File: config.mk
export PLATFORM = sky130hd
export DESIGN_NAME = i2f_top
export DESIGN_NICKNAME = d
export VERILOG_FILES = /design/src/logic/i2f_cfg_pkg.sv /design/src/logic/i2f_fmt_pkg.sv /design/src/logic/lzc.sv /design/src/logic/i2f_dispatch.sv /design/src/logic/i2f_lane.sv /design/src/logic/i2f_collect.sv /design/src/logic/i2f_top.sv
export SDC_FILE = /design/constraint.sdc
export NUM_CORES = 1
export LEC_CHECK = 0
export ABC_AREA = 1
export BUFFER_PORTS_ARGS = -buffer_cell sky130_fd_sc_hd__buf_2
export CAP_MARGIN = 20
export CORE_ASPECT_RATIO = 1.25
export CORE_UTILIZATION = 46
export DETAILED_ROUTE_END_ITERATION = 16
export PLACE_DENSITY_LB_ADDON = 0.05
export SLEW_MARGIN = 0
export SYNTH_ARGS = -nofsm -noshare
export SYNTH_HDL_FRONTEND = slang
export SYNTH_SLANG_ARGS = --single-unit
File: constraint.sdc
create_clock -name clk_i -period 3.18 [get_ports clk_i]
set_input_delay 0 -clock clk_i [delete_from_list [all_inputs] [get_ports clk_i]]
set_output_delay 0 -clock clk_i [all_outputs]
set_load 0.01 [all_outputs]
File: src/logic/i2f_cfg_pkg.sv
// Converter configuration constants
package i2f_cfg_pkg;

  // Number of conversion lanes fed in round-robin order by the dispatcher
  // With a three-cycle lane, four lanes cover one request per cycle
  localparam int unsigned NUM_LANES = 4;

  // Width of the integer operand in bits
  localparam int unsigned INT_W = 32;

  // Busy cycles of one lane between its start and its done strobe
  // The lane FSM counts through these steps one at a time
  localparam int unsigned LANE_LAT = 3;

  // Width of the request tag that travels with each operand
  // The tag is not interpreted inside the converter, only carried along
  localparam int unsigned TAG_W = 4;

  // Width of a lane index, used by the round-robin pointer and the
  // one-hot to binary decode in the collector
  localparam int unsigned LANE_IDX_W = 2;

endpackage : i2f_cfg_pkg

File: src/logic/i2f_fmt_pkg.sv
// Single-precision format definitions
package i2f_fmt_pkg;

  // Exponent field width of an IEEE-754 single-precision word
  localparam int unsigned EXP_W = 8;

  // Stored mantissa width, without the hidden leading one
  localparam int unsigned MAN_W = 23;

  // Exponent bias, so an exponent field of 127 encodes 2^0
  localparam int unsigned EXP_BIAS = 127;

  // Total width of the packed result word
  localparam int unsigned F32_W = 1 + EXP_W + MAN_W;

  // One result word seen two ways
  // The lane builds the word through the fields view
  // The collector and the top level pass it on as a plain bus word
  typedef union packed {
    // Whole word as it appears on the output bus
    logic [F32_W-1:0] raw;
    // Sign, biased exponent and stored mantissa, MSB first
    struct packed {
      logic             sign;
      logic [EXP_W-1:0] exp;
      logic [MAN_W-1:0] man;
    } fields;
  } f32_word_u;

endpackage : i2f_fmt_pkg

File: src/logic/lzc.sv
// Leading and trailing zero counter
`timescale 1ns/1ps

module lzc #(
  // Width of the input vector, at least 2
  parameter int unsigned WIDTH     = 2,
  // 0 counts trailing zeros from the LSB, 1 counts leading zeros from the MSB
  parameter bit          MODE      = 1'b0,
  // Derived width of the count, leave at its default
  parameter int unsigned CNT_WIDTH = unsigned'($clog2(WIDTH))
) (
  input  logic [WIDTH-1:0]     in_i,
  output logic [CNT_WIDTH-1:0] cnt_o,
  output logic                 empty_o
);

  // Input in counting order, so bit 0 is always the first bit looked at
  logic [WIDTH-1:0] in_tmp;

  // Bit position of every input bit, used as the leaf indices of the tree
  logic [WIDTH-1:0][CNT_WIDTH-1:0] index_lut;

  // Tree nodes in heap order, node 0 is the root
  // A node's select bit says that some bit below it is set
  logic [2**CNT_WIDTH-2:0]                sel_nodes;
  logic [2**CNT_WIDTH-2:0][CNT_WIDTH-1:0] index_nodes;

  // In leading-zero mode the MSB becomes position 0
  always_comb begin
    for (int unsigned i = 0; i < WIDTH; i++) begin
      in_tmp[i] = MODE ? in_i[WIDTH-1-i] : in_i[i];
    end
  end

  for (genvar j = 0; j < WIDTH; j++) begin : gen_lut
    assign index_lut[j] = (CNT_WIDTH)'(unsigned'(j));
  end

  for (genvar lvl = 0; lvl < CNT_WIDTH; lvl++) begin : gen_levels
    if (lvl == CNT_WIDTH - 1) begin : gen_leaves
      // Bottom level looks at pairs of input bits
      for (genvar k = 0; k < 2**lvl; k++) begin : gen_node
        if (2 * k < WIDTH - 1) begin : gen_pair
          assign sel_nodes[2**lvl-1+k] = in_tmp[2*k] | in_tmp[2*k+1];
          // The lower position wins when both bits are set
          assign index_nodes[2**lvl-1+k] = in_tmp[2*k] ? index_lut[2*k]
                                                        : index_lut[2*k+1];
        end else if (2 * k == WIDTH - 1) begin : gen_single
          // Odd width leaves one bit without a partner
          assign sel_nodes[2**lvl-1+k]   = in_tmp[2*k];
          assign index_nodes[2**lvl-1+k] = index_lut[2*k];
        end else begin : gen_pad
          // Padding nodes past the end of the input
          assign sel_nodes[2**lvl-1+k]   = 1'b0;
          assign index_nodes[2**lvl-1+k] = '0;
        end
      end
    end else begin : gen_inner
      // Inner levels merge the two child nodes, left child first
      for (genvar k = 0; k < 2**lvl; k++) begin : gen_node
        assign sel_nodes[2**lvl-1+k] = sel_nodes[2**(lvl+1)-1+2*k]
                                     | sel_nodes[2**(lvl+1)-1+2*k+1];
        assign index_nodes[2**lvl-1+k] = sel_nodes[2**(lvl+1)-1+2*k]
                                       ? index_nodes[2**(lvl+1)-1+2*k]
                                       : index_nodes[2**(lvl+1)-1+2*k+1];
      end
    end
  end

  // The root carries the position of the first set bit
  assign cnt_o   = index_nodes[0];
  // No set bit anywhere below the root
  assign empty_o = ~sel_nodes[0];

endmodule : lzc

File: src/logic/i2f_dispatch.sv
// Round-robin request dispatcher
`timescale 1ns/1ps

module i2f_dispatch (
  input  logic                                clk_i,
  input  logic                                arst_n_i,
  input  logic                                valid_i,
  input  logic [i2f_cfg_pkg::INT_W-1:0]       op_i,
  input  logic                                is_signed_i,
  input  logic [i2f_cfg_pkg::TAG_W-1:0]       tag_i,
  output logic [i2f_cfg_pkg::NUM_LANES-1:0]   lane_start_o,
  output logic [i2f_cfg_pkg::INT_W-1:0]       lane_op_o,
  output logic                                lane_signed_o,
  output logic [i2f_cfg_pkg::TAG_W-1:0]       lane_tag_o
);

  // Lane that receives the next request
  logic [i2f_cfg_pkg::LANE_IDX_W-1:0] rr_ptr_q;

  // One-hot start pattern for the current strobe
  logic [i2f_cfg_pkg::NUM_LANES-1:0] start_d;

  // Only the pointed lane starts, and only when a request is present
  always_comb begin
    for (int unsigned i = 0; i < i2f_cfg_pkg::NUM_LANES; i++) begin
      start_d[i] = valid_i && (rr_ptr_q == (i2f_cfg_pkg::LANE_IDX_W)'(i));
    end
  end

  // Control state, the start strobe lasts exactly one cycle
  always_ff @(posedge clk_i or negedge arst_n_i) begin
    if (!arst_n_i) begin
      rr_ptr_q     <= '0;
      lane_start_o <= '0;
    end else begin
      lane_start_o <= start_d;
      if (valid_i) begin
        // Wrap explicitly so a lane count below 2^LANE_IDX_W also works
        if (rr_ptr_q == (i2f_cfg_pkg::LANE_IDX_W)'(i2f_cfg_pkg::NUM_LANES - 1)) begin
          rr_ptr_q <= '0;
        end else begin
          rr_ptr_q <= rr_ptr_q + 1'b1;
        end
      end
    end
  end

  // Shared request bus to all lanes
  // Only the started lane samples it, in the cycle the start bit is high
  always_ff @(posedge clk_i) begin
    if (valid_i) begin
      lane_op_o     <= op_i;
      lane_signed_o <= is_signed_i;
      lane_tag_o    <= tag_i;
    end
  end

endmodule : i2f_dispatch

File: src/logic/i2f_lane.sv
// Integer to float conversion lane
`timescale 1ns/1ps

module i2f_lane (
  input  logic                            clk_i,
  input  logic                            arst_n_i,
  input  logic                            start_i,
  input  logic [i2f_cfg_pkg::INT_W-1:0]   op_i,
  input  logic                            is_signed_i,
  input  logic [i2f_cfg_pkg::TAG_W-1:0]   tag_i,
  output logic                            done_o,
  output i2f_fmt_pkg::f32_word_u          res_o,
  output logic                            inexact_o,
  output logic [i2f_cfg_pkg::TAG_W-1:0]   tag_o
);

  // Step counter, 0 is idle and 1 to LANE_LAT are the busy cycles
  logic [1:0] step_q;

  // Captured request
  logic [i2f_cfg_pkg::INT_W-1:0] op_q;
  logic                          is_signed_q;

  // Step 1 result, sign and magnitude
  logic                          neg_d;
  logic [i2f_cfg_pkg::INT_W-1:0] mag_d;
  logic                          sign_q;
  logic [i2f_cfg_pkg::INT_W-1:0] mag_q;

  // Step 2 result, normalized magnitude with its shift count
  logic [$clog2(i2f_cfg_pkg::INT_W)-1:0] lz_cnt;
  logic                                  lz_empty;
  logic [i2f_cfg_pkg::INT_W-1:0]         norm_q;
  logic [$clog2(i2f_cfg_pkg::INT_W)-1:0] cnt_q;
  logic                                  zero_q;

  // Step 3 rounding terms
  logic [i2f_fmt_pkg::MAN_W:0]   sig;
  logic                          guard;
  logic                          sticky;
  logic                          round_up;
  logic [i2f_fmt_pkg::MAN_W+1:0] rnd_sum;
  logic                          carry;
  i2f_fmt_pkg::f32_word_u        res_d;

  // Negative only for a signed operand with its top bit set
  // The most negative value negates to itself and still reads right as unsigned
  assign neg_d = is_signed_q & op_q[i2f_cfg_pkg::INT_W-1];
  assign mag_d = neg_d ? (~op_q + 1'b1) : op_q;

  lzc #(
    .WIDTH (i2f_cfg_pkg::INT_W),
    .MODE  (1'b1)
  ) lzc_i (
    .in_i    (mag_q),
    .cnt_o   (lz_cnt),
    .empty_o (lz_empty)
  );

  // After normalization the hidden one sits in the MSB
  assign sig    = norm_q[i2f_cfg_pkg::INT_W-1 -: i2f_fmt_pkg::MAN_W+1];
  // First dropped bit
  assign guard  = norm_q[i2f_cfg_pkg::INT_W-i2f_fmt_pkg::MAN_W-2];
  assign sticky = |norm_q[i2f_cfg_pkg::INT_W-i2f_fmt_pkg::MAN_W-3:0];

  // Ties go to the even significand
  assign round_up = guard & (sticky | sig[0]);
  assign rnd_sum  = {1'b0, sig} + (i2f_fmt_pkg::MAN_W+2)'(round_up);
  // Significand overflowed to 2.0, which needs one more exponent step
  assign carry    = rnd_sum[i2f_fmt_pkg::MAN_W+1];

  always_comb begin
    res_d.fields.sign = sign_q;
    // Value is 1.m times 2^(INT_W-1-count)
    res_d.fields.exp  = (i2f_fmt_pkg::EXP_W)'(i2f_fmt_pkg::EXP_BIAS + i2f_cfg_pkg::INT_W - 1)
                      - (i2f_fmt_pkg::EXP_W)'(cnt_q)
                      + (i2f_fmt_pkg::EXP_W)'(carry);
    res_d.fields.man  = carry ? rnd_sum[i2f_fmt_pkg::MAN_W:1]
                              : rnd_sum[i2f_fmt_pkg::MAN_W-1:0];
    // Zero has no leading one, so it is packed as +0
    if (zero_q) begin
      res_d.raw = '0;
    end
  end

  // Lane FSM, done is raised as the last step writes the result
  always_ff @(posedge clk_i or negedge arst_n_i) begin
    if (!arst_n_i) begin
      step_q <= '0;
      done_o <= 1'b0;
    end else begin
      done_o <= (step_q == 2'(i2f_cfg_pkg::LANE_LAT));
      if (start_i) begin
        step_q <= 2'd1;
      end else if (step_q == 2'(i2f_cfg_pkg::LANE_LAT)) begin
        step_q <= '0;
      end else if (step_q != '0) begin
        step_q <= step_q + 1'b1;
      end
    end
  end

  // Datapath, each stage register loads on its own step
  always_ff @(posedge clk_i) begin
    if (start_i) begin
      op_q        <= op_i;
      is_signed_q <= is_signed_i;
      tag_o       <= tag_i;
    end
    if (step_q == 2'd1) begin
      sign_q <= neg_d;
      mag_q  <= mag_d;
    end
    if (step_q == 2'd2) begin
      norm_q <= mag_q << lz_cnt;
      cnt_q  <= lz_cnt;
      zero_q <= lz_empty;
    end
    if (step_q == 2'd3) begin
      res_o     <= res_d;
      inexact_o <= guard | sticky;
    end
  end

endmodule : i2f_lane

File: src/logic/i2f_collect.sv
// Lane result collector
`timescale 1ns/1ps

module i2f_collect (
  input  logic                                                  clk_i,
  input  logic                                                  arst_n_i,
  input  logic [i2f_cfg_pkg::NUM_LANES-1:0]                     lane_done_i,
  input  i2f_fmt_pkg::f32_word_u [i2f_cfg_pkg::NUM_LANES-1:0]   lane_res_i,
  input  logic [i2f_cfg_pkg::NUM_LANES-1:0]                     lane_inexact_i,
  input  logic [i2f_cfg_pkg::NUM_LANES-1:0][i2f_cfg_pkg::TAG_W-1:0] lane_tag_i,
  output logic                                                  valid_o,
  output logic [i2f_fmt_pkg::F32_W-1:0]                         res_o,
  output logic                                                  inexact_o,
  output logic [i2f_cfg_pkg::TAG_W-1:0]                         tag_o
);

  // Index of the lane that finishes this cycle
  logic [i2f_cfg_pkg::LANE_IDX_W-1:0] sel_idx;

  // Any lane finishing this cycle
  logic any_done;

  // Done bits are one-hot by construction, since starts come one per cycle
  // and every lane takes the same number of cycles
  always_comb begin
    sel_idx = '0;
    for (int unsigned i = 0; i < i2f_cfg_pkg::NUM_LANES; i++) begin
      if (lane_done_i[i]) begin
        sel_idx = (i2f_cfg_pkg::LANE_IDX_W)'(i);
      end
    end
  end

  assign any_done = |lane_done_i;

  // Output strobe
  always_ff @(posedge clk_i or negedge arst_n_i) begin
    if (!arst_n_i) begin
      valid_o <= 1'b0;
    end else begin
      valid_o <= any_done;
    end
  end

  // Output payload, held between strobes
  always_ff @(posedge clk_i) begin
    if (any_done) begin
      res_o     <= lane_res_i[sel_idx].raw;
      inexact_o <= lane_inexact_i[sel_idx];
      tag_o     <= lane_tag_i[sel_idx];
    end
  end

endmodule : i2f_collect

File: src/logic/i2f_top.sv
// Integer to float converter top level
`timescale 1ns/1ps

module i2f_top (
  input  logic                            clk_i,
  input  logic                            arst_n_i,
  input  logic                            valid_i,
  input  logic [i2f_cfg_pkg::INT_W-1:0]   op_i,
  input  logic                            is_signed_i,
  input  logic [i2f_cfg_pkg::TAG_W-1:0]   tag_i,
  output logic                            valid_o,
  output logic [i2f_fmt_pkg::F32_W-1:0]   res_o,
  output logic                            inexact_o,
  output logic [i2f_cfg_pkg::TAG_W-1:0]   tag_o
);

  // Shared request bus from the dispatcher
  logic [i2f_cfg_pkg::NUM_LANES-1:0] lane_start;
  logic [i2f_cfg_pkg::INT_W-1:0]     lane_op;
  logic                              lane_signed;
  logic [i2f_cfg_pkg::TAG_W-1:0]     lane_tag;

  // Per-lane results toward the collector
  logic [i2f_cfg_pkg::NUM_LANES-1:0]                         lane_done;
  i2f_fmt_pkg::f32_word_u [i2f_cfg_pkg::NUM_LANES-1:0]       lane_res;
  logic [i2f_cfg_pkg::NUM_LANES-1:0]                         lane_inexact;
  logic [i2f_cfg_pkg::NUM_LANES-1:0][i2f_cfg_pkg::TAG_W-1:0] lane_tag_out;

  i2f_dispatch i2f_dispatch_i (
    .clk_i         (clk_i),
    .arst_n_i      (arst_n_i),
    .valid_i       (valid_i),
    .op_i          (op_i),
    .is_signed_i   (is_signed_i),
    .tag_i         (tag_i),
    .lane_start_o  (lane_start),
    .lane_op_o     (lane_op),
    .lane_signed_o (lane_signed),
    .lane_tag_o    (lane_tag)
  );

  // All lanes see the same request bus, only the started one samples it
  for (genvar g = 0; g < i2f_cfg_pkg::NUM_LANES; g++) begin : gen_lane
    i2f_lane i2f_lane_i (
      .clk_i       (clk_i),
      .arst_n_i    (arst_n_i),
      .start_i     (lane_start[g]),
      .op_i        (lane_op),
      .is_signed_i (lane_signed),
      .tag_i       (lane_tag),
      .done_o      (lane_done[g]),
      .res_o       (lane_res[g]),
      .inexact_o   (lane_inexact[g]),
      .tag_o       (lane_tag_out[g])
    );
  end

  i2f_collect i2f_collect_i (
    .clk_i          (clk_i),
    .arst_n_i       (arst_n_i),
    .lane_done_i    (lane_done),
    .lane_res_i     (lane_res),
    .lane_inexact_i (lane_inexact),
    .lane_tag_i     (lane_tag_out),
    .valid_o        (valid_o),
    .res_o          (res_o),
    .inexact_o      (inexact_o),
    .tag_o          (tag_o)
  );

endmodule : i2f_top

Word level (Yosys, flattened, before mapping)
Index checks and enable logic that the tools add are counted.

word-level totals
  logic and storage cells = 418
  input bits = 40
  output and inout port bits = 38
  bits in registers = 657

cells by class
  bitwise operators = 148
  shift operators = 4
  $lt $le $gt $ge = 1
  muxes and demuxes = 154
  equality and inequality tests = 15
  reduce and logical (&&, ||, !) cells = 18
  $add $sub $neg = 21

operator list
  kind                     number
  $mux W5                  60
  $mux W32                 5
  $or A1 B1 Y1             132
  $add A32 B1 Y32 const B  4
  $not A32 Y32             4
  $shl A32 B5 Y32          4
  $add A24 B1 Y25          4
  $mux W23                 4
  $mux W1                  66
  $bmux W32 S2             1
  $add A8 B1 Y8            4
  $sub A8 B5 Y8 const A    4
  $mux W2                  15
  $reduce_or A7 Y1         4
  $eq A2 B2 Y1 const B     10
  $reduce_bool A3 Y1       4
  $add A2 B1 Y2 const B    5
  $eq A2 B1 Y1 const B     5
  $and A1 B1 Y1            8
  $bmux W4 S2              1
  $reduce_bool A2 Y1       4
  $logic_and A1 B1 Y1      4
  $mux W4                  1
  $not A1 Y1               4
  other kinds (4)          4

Depth between registers and ports, before layout
Gate-level depths: netlist (run 1).

  depth in word-level cells = 6
  gate-level depth with buffers = 17

By module
Synthesis (run 1) repeated with hierarchy kept, for this count alone.

unflattened totals
  cells, all modules = 4594
  area, all modules = 38095.3 µm²

modules (own cells, without submodules)
  module                                 sequential area each (µm²)  instances  cells an instance  area each (µm²)
  i2f_lane (gen_lane[1].i2f_lane_i ...)  4309.1                      2          914                7923.8
  i2f_lane (gen_lane[0].i2f_lane_i)      4309.1                      1          916                8039.0
  i2f_lane (gen_lane[3].i2f_lane_i)      4309.1                      1          898                7991.4
  i2f_collect                            1136.1                      1          479                2934.1
  lzc                                    0.0                         4          102                475.5
  i2f_dispatch                           1261.2                      1          65                 1381.3

Worst setup path before layout (run 1)
Ideal clock, no wire load.

  path type = reg2reg
  start = register gen_lane[0].i2f_lane_i.norm_q[7] (netlist bit)
  end = register gen_lane[0].i2f_lane_i.res_o[27] (netlist bit), data pin
  stages on the path, launching flop included = 17
  arrival time = 2364 ps
  setup time = 147 ps
  path slack = 670 ps
  required time = 3033 ps
  period minus slack after synthesis = 2510 ps
  path through = edfxtp_1 nand2_1 inv_1 ha_1 nand3_1 nor3_2 nand2_1 nor3_1 nand4_1 nor3b_1 nand4_1 ha_1 ha_1 nand2_1 nor2_1 or2_2 a21oi_1

on the way
  word-level cells in the longest chain between the ends = 3

ends and longest elaborated chain
  element                   RTL line         text
  start: declaration        i2f_lane.sv:33   logic [i2f_cfg_pkg::INT_W-1:0] norm_q;
  start signal: assignment  i2f_lane.sv:115  norm_q <= mag_q << lz_cnt;
  $and A1 B1 Y1             i2f_lane.sv:67   assign round_up = guard & (sticky | sig[0]);
  $add A24 B1 Y25           i2f_lane.sv:68   assign rnd_sum = {1'b0, sig} + (i2f_fmt_pkg::MAN_W+2)'(round_up);
  $add A8 B1 Y8             i2f_lane.sv:77   + (i2f_fmt_pkg::EXP_W)'(carry);
  end signal: assignment    i2f_lane.sv:120  res_o <= res_d;
  end: declaration          i2f_lane.sv:12   output i2f_fmt_pkg::f32_word_u res_o,

Every way passes these cells.
A chain may end at the register's enable or synchronous reset.

Worst setup path in the final report (run 1)
  start = register gen_lane[1].i2f_lane_i.mag_q[2] (netlist bit)
  end = register gen_lane[1].i2f_lane_i.norm_q[26] (netlist bit), data pin

on the way
  word-level cells in the longest chain between the ends = 6

ends and longest elaborated chain
  element                   RTL line         text
  start: declaration        i2f_lane.sv:28   logic [i2f_cfg_pkg::INT_W-1:0] mag_q;
  start signal: assignment  i2f_lane.sv:112  mag_q <= mag_d;
  $or A1 B1 Y1              lzc.sv:44        assign sel_nodes[2**lvl-1+k] = in_tmp[2*k] | in_tmp[2*k+1];
  $mux W5 (4 in series)     lzc.sv:64        ? index_nodes[2**(lvl+1)-1+2*k]
  $shl A32 B5 Y32 (*)       i2f_lane.sv:115
  end signal: assignment    i2f_lane.sv:115
  end: declaration          i2f_lane.sv:33

Every way passes the cells marked *; elsewhere a longest branch is shown, timed or not.

==> results.md, run 1 <==
CTS:
- Counting every sink on the clock net gives 657.
- The number of resized instances in the post-cts repair step is 0.
- The clock latency on the worst-skew pair is between 0.6 and 0.7 ns.
- The total clock buffers created by CTS is 71.
- In this run the clock root is driven by a clkbuf_16.
- After clock tree synthesis, the clock-pin slew on the worst setup and hold paths is around 0.060 ns.
- TritonCTS built the clock tree.
- The clock tree buffer depth is 3.
- In this run the number of H-tree levels came out at 3.

Logic synthesis:
- The mean instance size in the synthesized netlist is 8.989 sq um.
- Ranked by total cell area, the synthesized netlist is headed by edfxtp_1, nand3_1, nand2_1.
- Among all flip-flop cells after synthesis, the most frequent one is edfxtp_1.
- The summed instance area of the synthesized netlist is 0.03650 sq mm.
- The share of the synthesized area in the top cell type is a little over half.
- Of all flip-flops after synthesis, the portion carrying an async set or reset was 2.892%.
- During synthesis, Yosys emitted a total of 0 warnings.
- The synthesized design spends more area on one cell type than any other, namely edfxtp_1.
- The count of state elements after synthesis is 657.
- The synthesized netlist net count is 4134.
- The post-synthesis instance total is 4061.
- The register area share after synthesis is a little over half.
- The number of distinct library cells after synthesis is 53.
- The most instantiated library cell after synthesis is nand3_1.
- In this run, synthesis inferred 638 flip-flops with an integrated enable.
- The commonest cells after synthesis are nand3_1, nand2_1, edfxtp_1.

Floorplanning:
- The die extent in x is 254.0 microns.
- For this design the top-level I/O count stands at around 80.
- The row count is 115.
- The area of the core region is 0.07856 sq mm.
- For this configuration, the core starts out at a cell density of 46.46%.
- The floorplan step defined a die boundary enclosing roughly 0.080 sq mm.
- The chip height is 316.9 microns.

Job:
- The max-cap violation count is 0.

Final layout:
- The number of antenna diodes in the final layout is 0.
- The fraction of layout cells with a size suffix above 1 is 9.225%.
- The final net count is 4213.
- From synthesis to final layout, the design area changed by 11.15%.
- The post-layout utilization of the core is 51.64%.

Timing:
- Headroom to the max-slew limit came out at 30.47%.
- The pin slew with the least headroom to its limit is 1.043 ns.
- The final max-slew violation count is 0.
- The number of hold violations in the final report is 0.
- Setup repair after global routing left no endpoint under its margin.
- For this run, the top clock speed supported by timing is 356.5 MHz.
- After routing, the total negative slack on setup checks comes to 0 ns.
- Setup violations remaining at the end of the flow were counted as 0.
- The final worst-path cycle share is 88.20%.
- The clock arrives with 0.02632 ns of skew.
- The clock period could shrink to 2.805 ns.

Placement:
- The estimated wirelength of the detail-placed design is between 70000 and 80000 microns.
- Routability-driven placement finished with a final weighted congestion of ~0.94.
- The number of I/O port buffers is 77.

Drt:
- The final route contains around 29000 vias.
- Using the TritonRoute via totals, the vias-per-cell ratio works out to 5.437.
- The final routed wire length divided by cell count is 19.57 microns.
- The iteration count of the initial detailed-routing pass is 8.
- The routed design has ~100000 microns of wire.
- After the first detailed-routing iteration, the DRC count stood at 2966.
- The detail route stage leaves a number of antenna-violating nets equal to 0.
- In the routed design, unresolved DRC markers number 0.

Worst setup path:
- The worst setup path is launched from a flop.
- The data arrival time at the worst-slack endpoint is 3.18 ns.
- The setup check on the worst reg-to-reg path leaves a slack of between 0.3 and 0.4 ns.
- The critical path class is flop to flop.
- The critical path data required time is 3.55 ns.
- In this run the worst path has a maximum fanout of 36.
- The endpoint type of the worst setup path is a flop.

Min path:
- The tightest min-delay check is of the primary input to flop type.

Global route:
- In the global route stage, overall resource usage came out at 25.67%.
- The aggregate global routing overflow is 0.
- The number of global-route vias before repair came to 26513.
- The largest net degree at the start of global routing is 54.
- The global-route wire length before repair is 157200 microns.
- The number of antenna violations at the first check in global routing is 1.

Outcome:
- The run finished with clean final reports.

Power:
- For this design the static power due to leakage is roughly 0.016 uW.
- The highest ir drop seen on vdd is ~0.00056 V.
- In this run the power density over the cells is around 1000 mW/mm^2.
==> critical path, cell delays in order (launching register included) <==
cell,delay [ns]
edfxtp_1,0.50
nor2_1,0.14
nor2_1,0.05
o21ai_0,0.19
nand2_1,0.08
nand2_1,0.10
nand2_4,0.19
inv_2,0.54
nand3_1,0.24
nand3_1,0.19
nand3_1,0.16
nand3_1,0.11
nand2_1,0.05
==> cell type report <==
class	count	area, sq um
clock buffer	83	1873
clock inverter	45	505.5
sequential	657	19640
tap	1053	1318
fill	7439	37990
inverter	381	1430
timing repair buffer	180	1306
multi-input combinational	2849	14500
==> routing by layer <==
metal / vias to the layer above / global-route usage (%) / wire [microns]
met5: - / 0 / 0
met4: 0 / 13.34 / 5609
met3: 180 / 3.094 / 4881
met2: 854 / 40.38 / 46970
met1: 13317 / 34.95 / 45230
li1: 14184 / - / -
==> repair_timing <==
| action | 4_1_cts | 5_1_grt |
|---|---|---|
| hold buffers | 40 | 0 |
| endpoints found under the hold margin | 56 | 0 |
| setup buffers | 0 | 0 |
| setup endpoints to repair | 0 | 0 |
==> registers in the layout, summed over array words and instances, names as in the netlist <==
register,flops
gen_lane.i2f_lane_i.mag_q,128
gen_lane.i2f_lane_i.norm_q,128
gen_lane.i2f_lane_i.op_q,128
gen_lane.i2f_lane_i.res_o,128
i2f_collect_i.res_o,32
i2f_dispatch_i.lane_op_o,32
gen_lane.i2f_lane_i.cnt_q,20
gen_lane.i2f_lane_i.tag_o,16
gen_lane.i2f_lane_i.step_q,8
gen_lane.i2f_lane_i.done_o,4
gen_lane.i2f_lane_i.inexact_o,4
gen_lane.i2f_lane_i.is_signed_q,4
gen_lane.i2f_lane_i.sign_q,4
gen_lane.i2f_lane_i.zero_q,4
i2f_collect_i.tag_o,4
i2f_dispatch_i.lane_start_o,4
i2f_dispatch_i.lane_tag_o,4
i2f_dispatch_i.rr_ptr_q,2
i2f_collect_i.inexact_o,1
i2f_collect_i.valid_o,1
i2f_dispatch_i.lane_signed_o,1
==> stage by stage <==
step	instance area [sq um]	hold WS [ns]	power, uW	instances	setup slack [ns]
2_1_floorplan	36500	-0.2956	26880	4061	0.6696
6_report	40570	0.08133	40500	5248	0.3753
3_3_place_gp	37780	0.05359	32050	5080	0.3256
4_1_cts	40570	0.02166	40590	5248	0.3856
3_5_place_dp	37780	0.04510	32090	5080	0.3929
5_1_grt	40570	0.07070	43240	5248	0.08881
==> where the power goes <==
group          switching, uW  total [uW]  internal (uW)
logic                  10900       15700           4870
clock network           3430        8410           4980
registers               2380       16300          14000
total                  16700       40500          23800
==> logic make-up (layout without fill, tap and decap cells) <==
group	after synthesis	after routing	share of synthesized area, %
and+or+nand+nor	2338	2338	29.47
DFF	657	657	53.79
buffers and inverters	555	689	6.533
AOI/OAI and AO/OA	295	295	4.689
xor gates and xnor gates	183	183	4.391
adders and majority gates	33	33	1.131
==> path summary, 6_finish.rpt <==
kind / cells after the start / to / startpoint
min in group asynchronous: 4 / gen_lane[3].i2f_lane_i.done_o / arst_n_i
worst min-delay path: 2 / i2f_dispatch_i.lane_op_o[17] / op_i[17]
max in group asynchronous: 4 / i2f_dispatch_i.lane_start_o[1] / arst_n_i
worst max register to register: 12 / gen_lane[1].i2f_lane_i.norm_q[26] / gen_lane[1].i2f_lane_i.mag_q[2]
worst max-delay path: 12 / gen_lane[1].i2f_lane_i.norm_q[26] / gen_lane[1].i2f_lane_i.mag_q[2]
worst min register to register: 0 / gen_lane[0].i2f_lane_i.mag_q[0] / gen_lane[0].i2f_lane_i.op_q[0]
==> placed cells by master, fill, tap and decap left out, drive strengths merged, types with 2 or more instances in the layout <==
cell type / n
nand3: 916
nand2: 791
edfxtp: 638
nor2: 403
inv: 370
buf: 141
xor2: 105
nor3: 105
o21ai: 100
a21oi: 83
clkbuf: 83
xnor2: 78
nand4: 53
clkinv: 46
dlygate4sd3: 39
a211oi: 38
o22ai: 37
ha: 33
nor4: 22
or2: 20
dfrtp: 19
and3: 12
o21bai: 9
bufinv: 9
nand3b: 8
a31oi: 8
o31ai: 5
o21a: 5
a21boi: 4
o211ai: 3
and2: 3
nor3b: 3
a31o: 2
Note: power is estimated with default switching activity, not from simulation.
==> run 2: changes to the inputs <==
Settings changed: GPL_ROUTABILITY_DRIVEN from default to 0, REMOVE_ABC_BUFFERS from default to 1, SYNTH_HIERARCHICAL from default to 1.
==> results.md, run 2 <==
Timing:
- The fmax is 341.5 MHz.
- The final max-slew violation count is 0.
- The final number of setup-violating endpoints is 0.
- The pin slew with the least headroom to its limit is 1.096 ns.
- The max-slew headroom at the worst pin is 26.94%.
- Setup repair after global routing left no endpoint under its margin.
- Of the available clock period, the critical path in the final layout requires 92.08%.
- Counting I/O delays and the setup requirement, the final critical path takes 2.928 ns.
- The number of hold violations in the final report came to 0.
- The clock arrives with 0.02521 ns of skew.

Drt:
- Dividing the detail-routed wire length by the instance count gives 18.41 microns.
- The final wirelength is about 110000 microns.
- The DRC violation count after routing is 0.
- Once detail routing completed, the nets flagged for antenna violations numbered 0.
- The routed layout has approximately 30000 vias.
- The iteration count of the initial detailed-routing pass is 5.
- The starting DRC count in detailed routing is approximately 2800.
- The via density per instance is 5.285.

Worst setup path:
- STA classifies the critical path startpoint as a flop.
- The setup check on the worst reg-to-reg path leaves a slack of 0.25 ns.
- Data on the critical path is required at its endpoint by 3.60 ns.
- STA classifies the critical path endpoint as a flop.
- Data on the critical path arrives at its endpoint at around 3.3 ns.
- The peak fanout along the critical path is 31.
- The worst setup path is of the flop to flop kind.

Logic synthesis:
- The number of distinct library cells after synthesis is 51.
- The post-synthesis instance total is about 4600.
- During synthesis, Yosys emitted a total of 6 warnings.
- The count of state elements after synthesis is 657.
- Sorting the synthesized cells by how often they occur yields nand2_1, nand3_1, edfxtp_1.
- The summed instance area of the synthesized netlist is 0.03810 sq mm.
- The register area share after synthesis is 51.54%.
- Yosys mapped a number of flops with a built-in enable equal to between 600 and 700.
- The most instantiated library cell after synthesis is nand2_1.
- The library cell with the largest summed area after synthesis is edfxtp_1.
- Among all flip-flop cells after synthesis, the most frequent one is edfxtp_1.
- In this run the mean area of a mapped cell was 8.292 sq um.
- The proportion of synthesized flip-flops having asynchronous set or reset is 2.892%.
- By area the synthesized netlist is led by edfxtp_1, nand2_1, nand3_1.
- The top cell type by area accounts for 50.29% of the synthesized area.

Final layout:
- The final net count is 4742.
- For this run, the number of standard cells in the final layout without fillers is 5793.
- After routing the design area is 0.04220 sq mm.
- The library cell used most frequently in the layout, excluding fill and tap cells, is nand2_1.
- From synthesis to final layout, the design area changed by 10.78%.
- In the layout the commonest cells are nand2_1, nand3_1, edfxtp_1, nor2_1, inv_1.
- The fraction of layout cells with a size suffix above 1 is 8.981%.

Global route:
- The number of antenna violations at the first check in global routing is 1.
- Entering global routing, the biggest net connects 46 pins.
- The number of global-route vias before repair came to ~28000.
- The aggregate global routing overflow is 0.
- The first global-routing pass estimated around 160000 microns of wire.
- The overall track demand over capacity in global routing is 25.30%.

CTS:
- The number of H-tree levels is 3.
- The post-CTS setup-driven buffer insertion count is 0.
- The clock-pin slew on the worst setup and hold paths is 0.06 ns.
- The clock passes through at most 3 buffers.
- TritonCTS built the clock tree.
- TritonCTS created 71 clock buffers.
- The later pin in the worst-skew pair is clocked with a latency of 0.62 ns.
- The cell sitting at the root of the clock tree is a clkbuf_16.
- The clock sink count is 657.

Floorplanning:
- Measured along the x axis, the die boundary spans roughly 260 microns.
- The area of the core region is 0.08169 sq mm.
- For this design the top-level I/O count stands at 78.
- Once the floorplan was initialized, standard cells occupied 46.64% of the core.
- The area of the die is 0.08398 sq mm.
- The chip height is between 300 and 400 microns.
- The row count is 117.

Placement:
- The cell area after placement is between 0.03 and 0.04 sq mm.
- The count of buffers added on input and output ports is 77.
- The wire-length estimate of the detail-placed layout is 81280 microns.
- After detailed placement, the design holds a cell count of 5622.

Job:
- The tool flagged a number of max-cap violations equal to 0.

Power:
- Across the VDD grid, the largest voltage drop is 0.0005758 V.
- Power spread over the standard cell area amounts to 972.8 mW/mm^2.
- The analysis attributes to cell leakage a power of around 0.018 uW.

Outcome:
- The run finished with clean final reports.

Min path:
- The tightest min-delay check is of the primary input to flop type.
run 2: changes by cell type in the layout (fill, tap and decap cells not counted), sizes merged, moves of 17 or more:
cell    change
nand3      -66
nor2      +227
nand2     +461
o22ai      -37
nor3       -78
o21ai      +69
a211oi     -38
clkinv     -19
xnor2      -39
nor4       -22
inv        +77
xor2       -26
nand3b     +17
run 2: timing repair:
item / 4_1_cts / 5_1_grt
resized for setup: 0 / 1
setup endpoints to repair: 0 / 3
hold endpoints to repair: 56 / 15
hold buffers: 40 / 1
run 2: kinds of logic after synthesis:
family | count (synthesis) | share of synthesized area, %
fa+ha+maj | 36 | 1.182
xor+xnor | 118 | 2.713
buf+inv | 621 | 6.894
compound gates | 287 | 4.181
simple gates | 2875 | 33.49
flops | 657 | 51.54
run 2: stage by stage:
stage / hold slack [ns] / utilization, % / setup WS, ns / total power [uW] / TNS [ns]
global route: 0.06649 / 51.66 / 0.004922 / 43900 / 0
floorplan: -0.2956 / - / -0.1611 / 26620 / -6.473
detailed placement: 0.05945 / 48.15 / 0.3504 / 32500 / 0
finish: 0.09587 / 51.66 / 0.2519 / 41050 / 0
CTS: 0.05402 / 51.61 / 0.3269 / 41180 / 0
global placement: 0.06353 / 48.15 / 0.2868 / 32480 / 0
run 2: path summary, 6_finish.rpt:
| check | start | depth (start not counted) | to |
|---|---|---|---|
| setup / recovery | gen_lane[1].i2f_lane_i/mag_q[25] | 13 | gen_lane[1].i2f_lane_i/norm_q[4] |
| setup reg to reg | gen_lane[1].i2f_lane_i/mag_q[25] | 13 | gen_lane[1].i2f_lane_i/norm_q[4] |
| hold / removal | op_i[9] | 2 | i2f_dispatch_i/lane_op_o[9] |
| min in group asynchronous | arst_n_i | 4 | gen_lane[2].i2f_lane_i/step_q[1] |
| max in group asynchronous | arst_n_i | 4 | gen_lane[0].i2f_lane_i/step_q[0] |
| hold reg to reg | gen_lane[2].i2f_lane_i/op_q[0] | 0 | gen_lane[2].i2f_lane_i/mag_q[0] |
run 2: layout make-up:
type / instances / area [sq um]
fillers: 7827 / 39480
diodes: 1 / 2.502
repair buffers: 173 / 1239
clock inverters: 43 / 535.5
inverters: 447 / 1704
multi-input cells: 3316 / 15860
clock buffers: 85 / 1882
well taps: 1071 / 1340
flip-flops and latches: 657 / 19640
run 2: power by group:
group | leakage, uW | internal (uW) | total, uW | switching (uW)
clock | 0.00118 | 5090 | 8580 | 3480
sequential | 0.00623 | 13900 | 16300 | 2410
combinational | 0.0103 | 4820 | 16100 | 11300
run 2: worst max-delay path, stage by stage (launching register included):
cell and delay, ns:
edfxtp_1 0.44, nor2_1 0.17, nand3_2 0.12, nor2_4 0.15, nand3_4 0.11, clkinv_4 0.18, nand2_1 0.07, nand2_1 0.13
clkinvlp_4 0.48, nand3_1 0.29, nand3_1 0.12, o21ai_0 0.10, nand2_1 0.09, nor2_1 0.26
run 2: per-layer routing:
layer,global-route usage [%],up-vias,part of all wire (%)
met5,0,-,0.012
met4,11.01,2,4.2
li1,-,15473,-
met2,41.89,874,47
met1,33.44,14086,44
met3,2.977,182,4.5
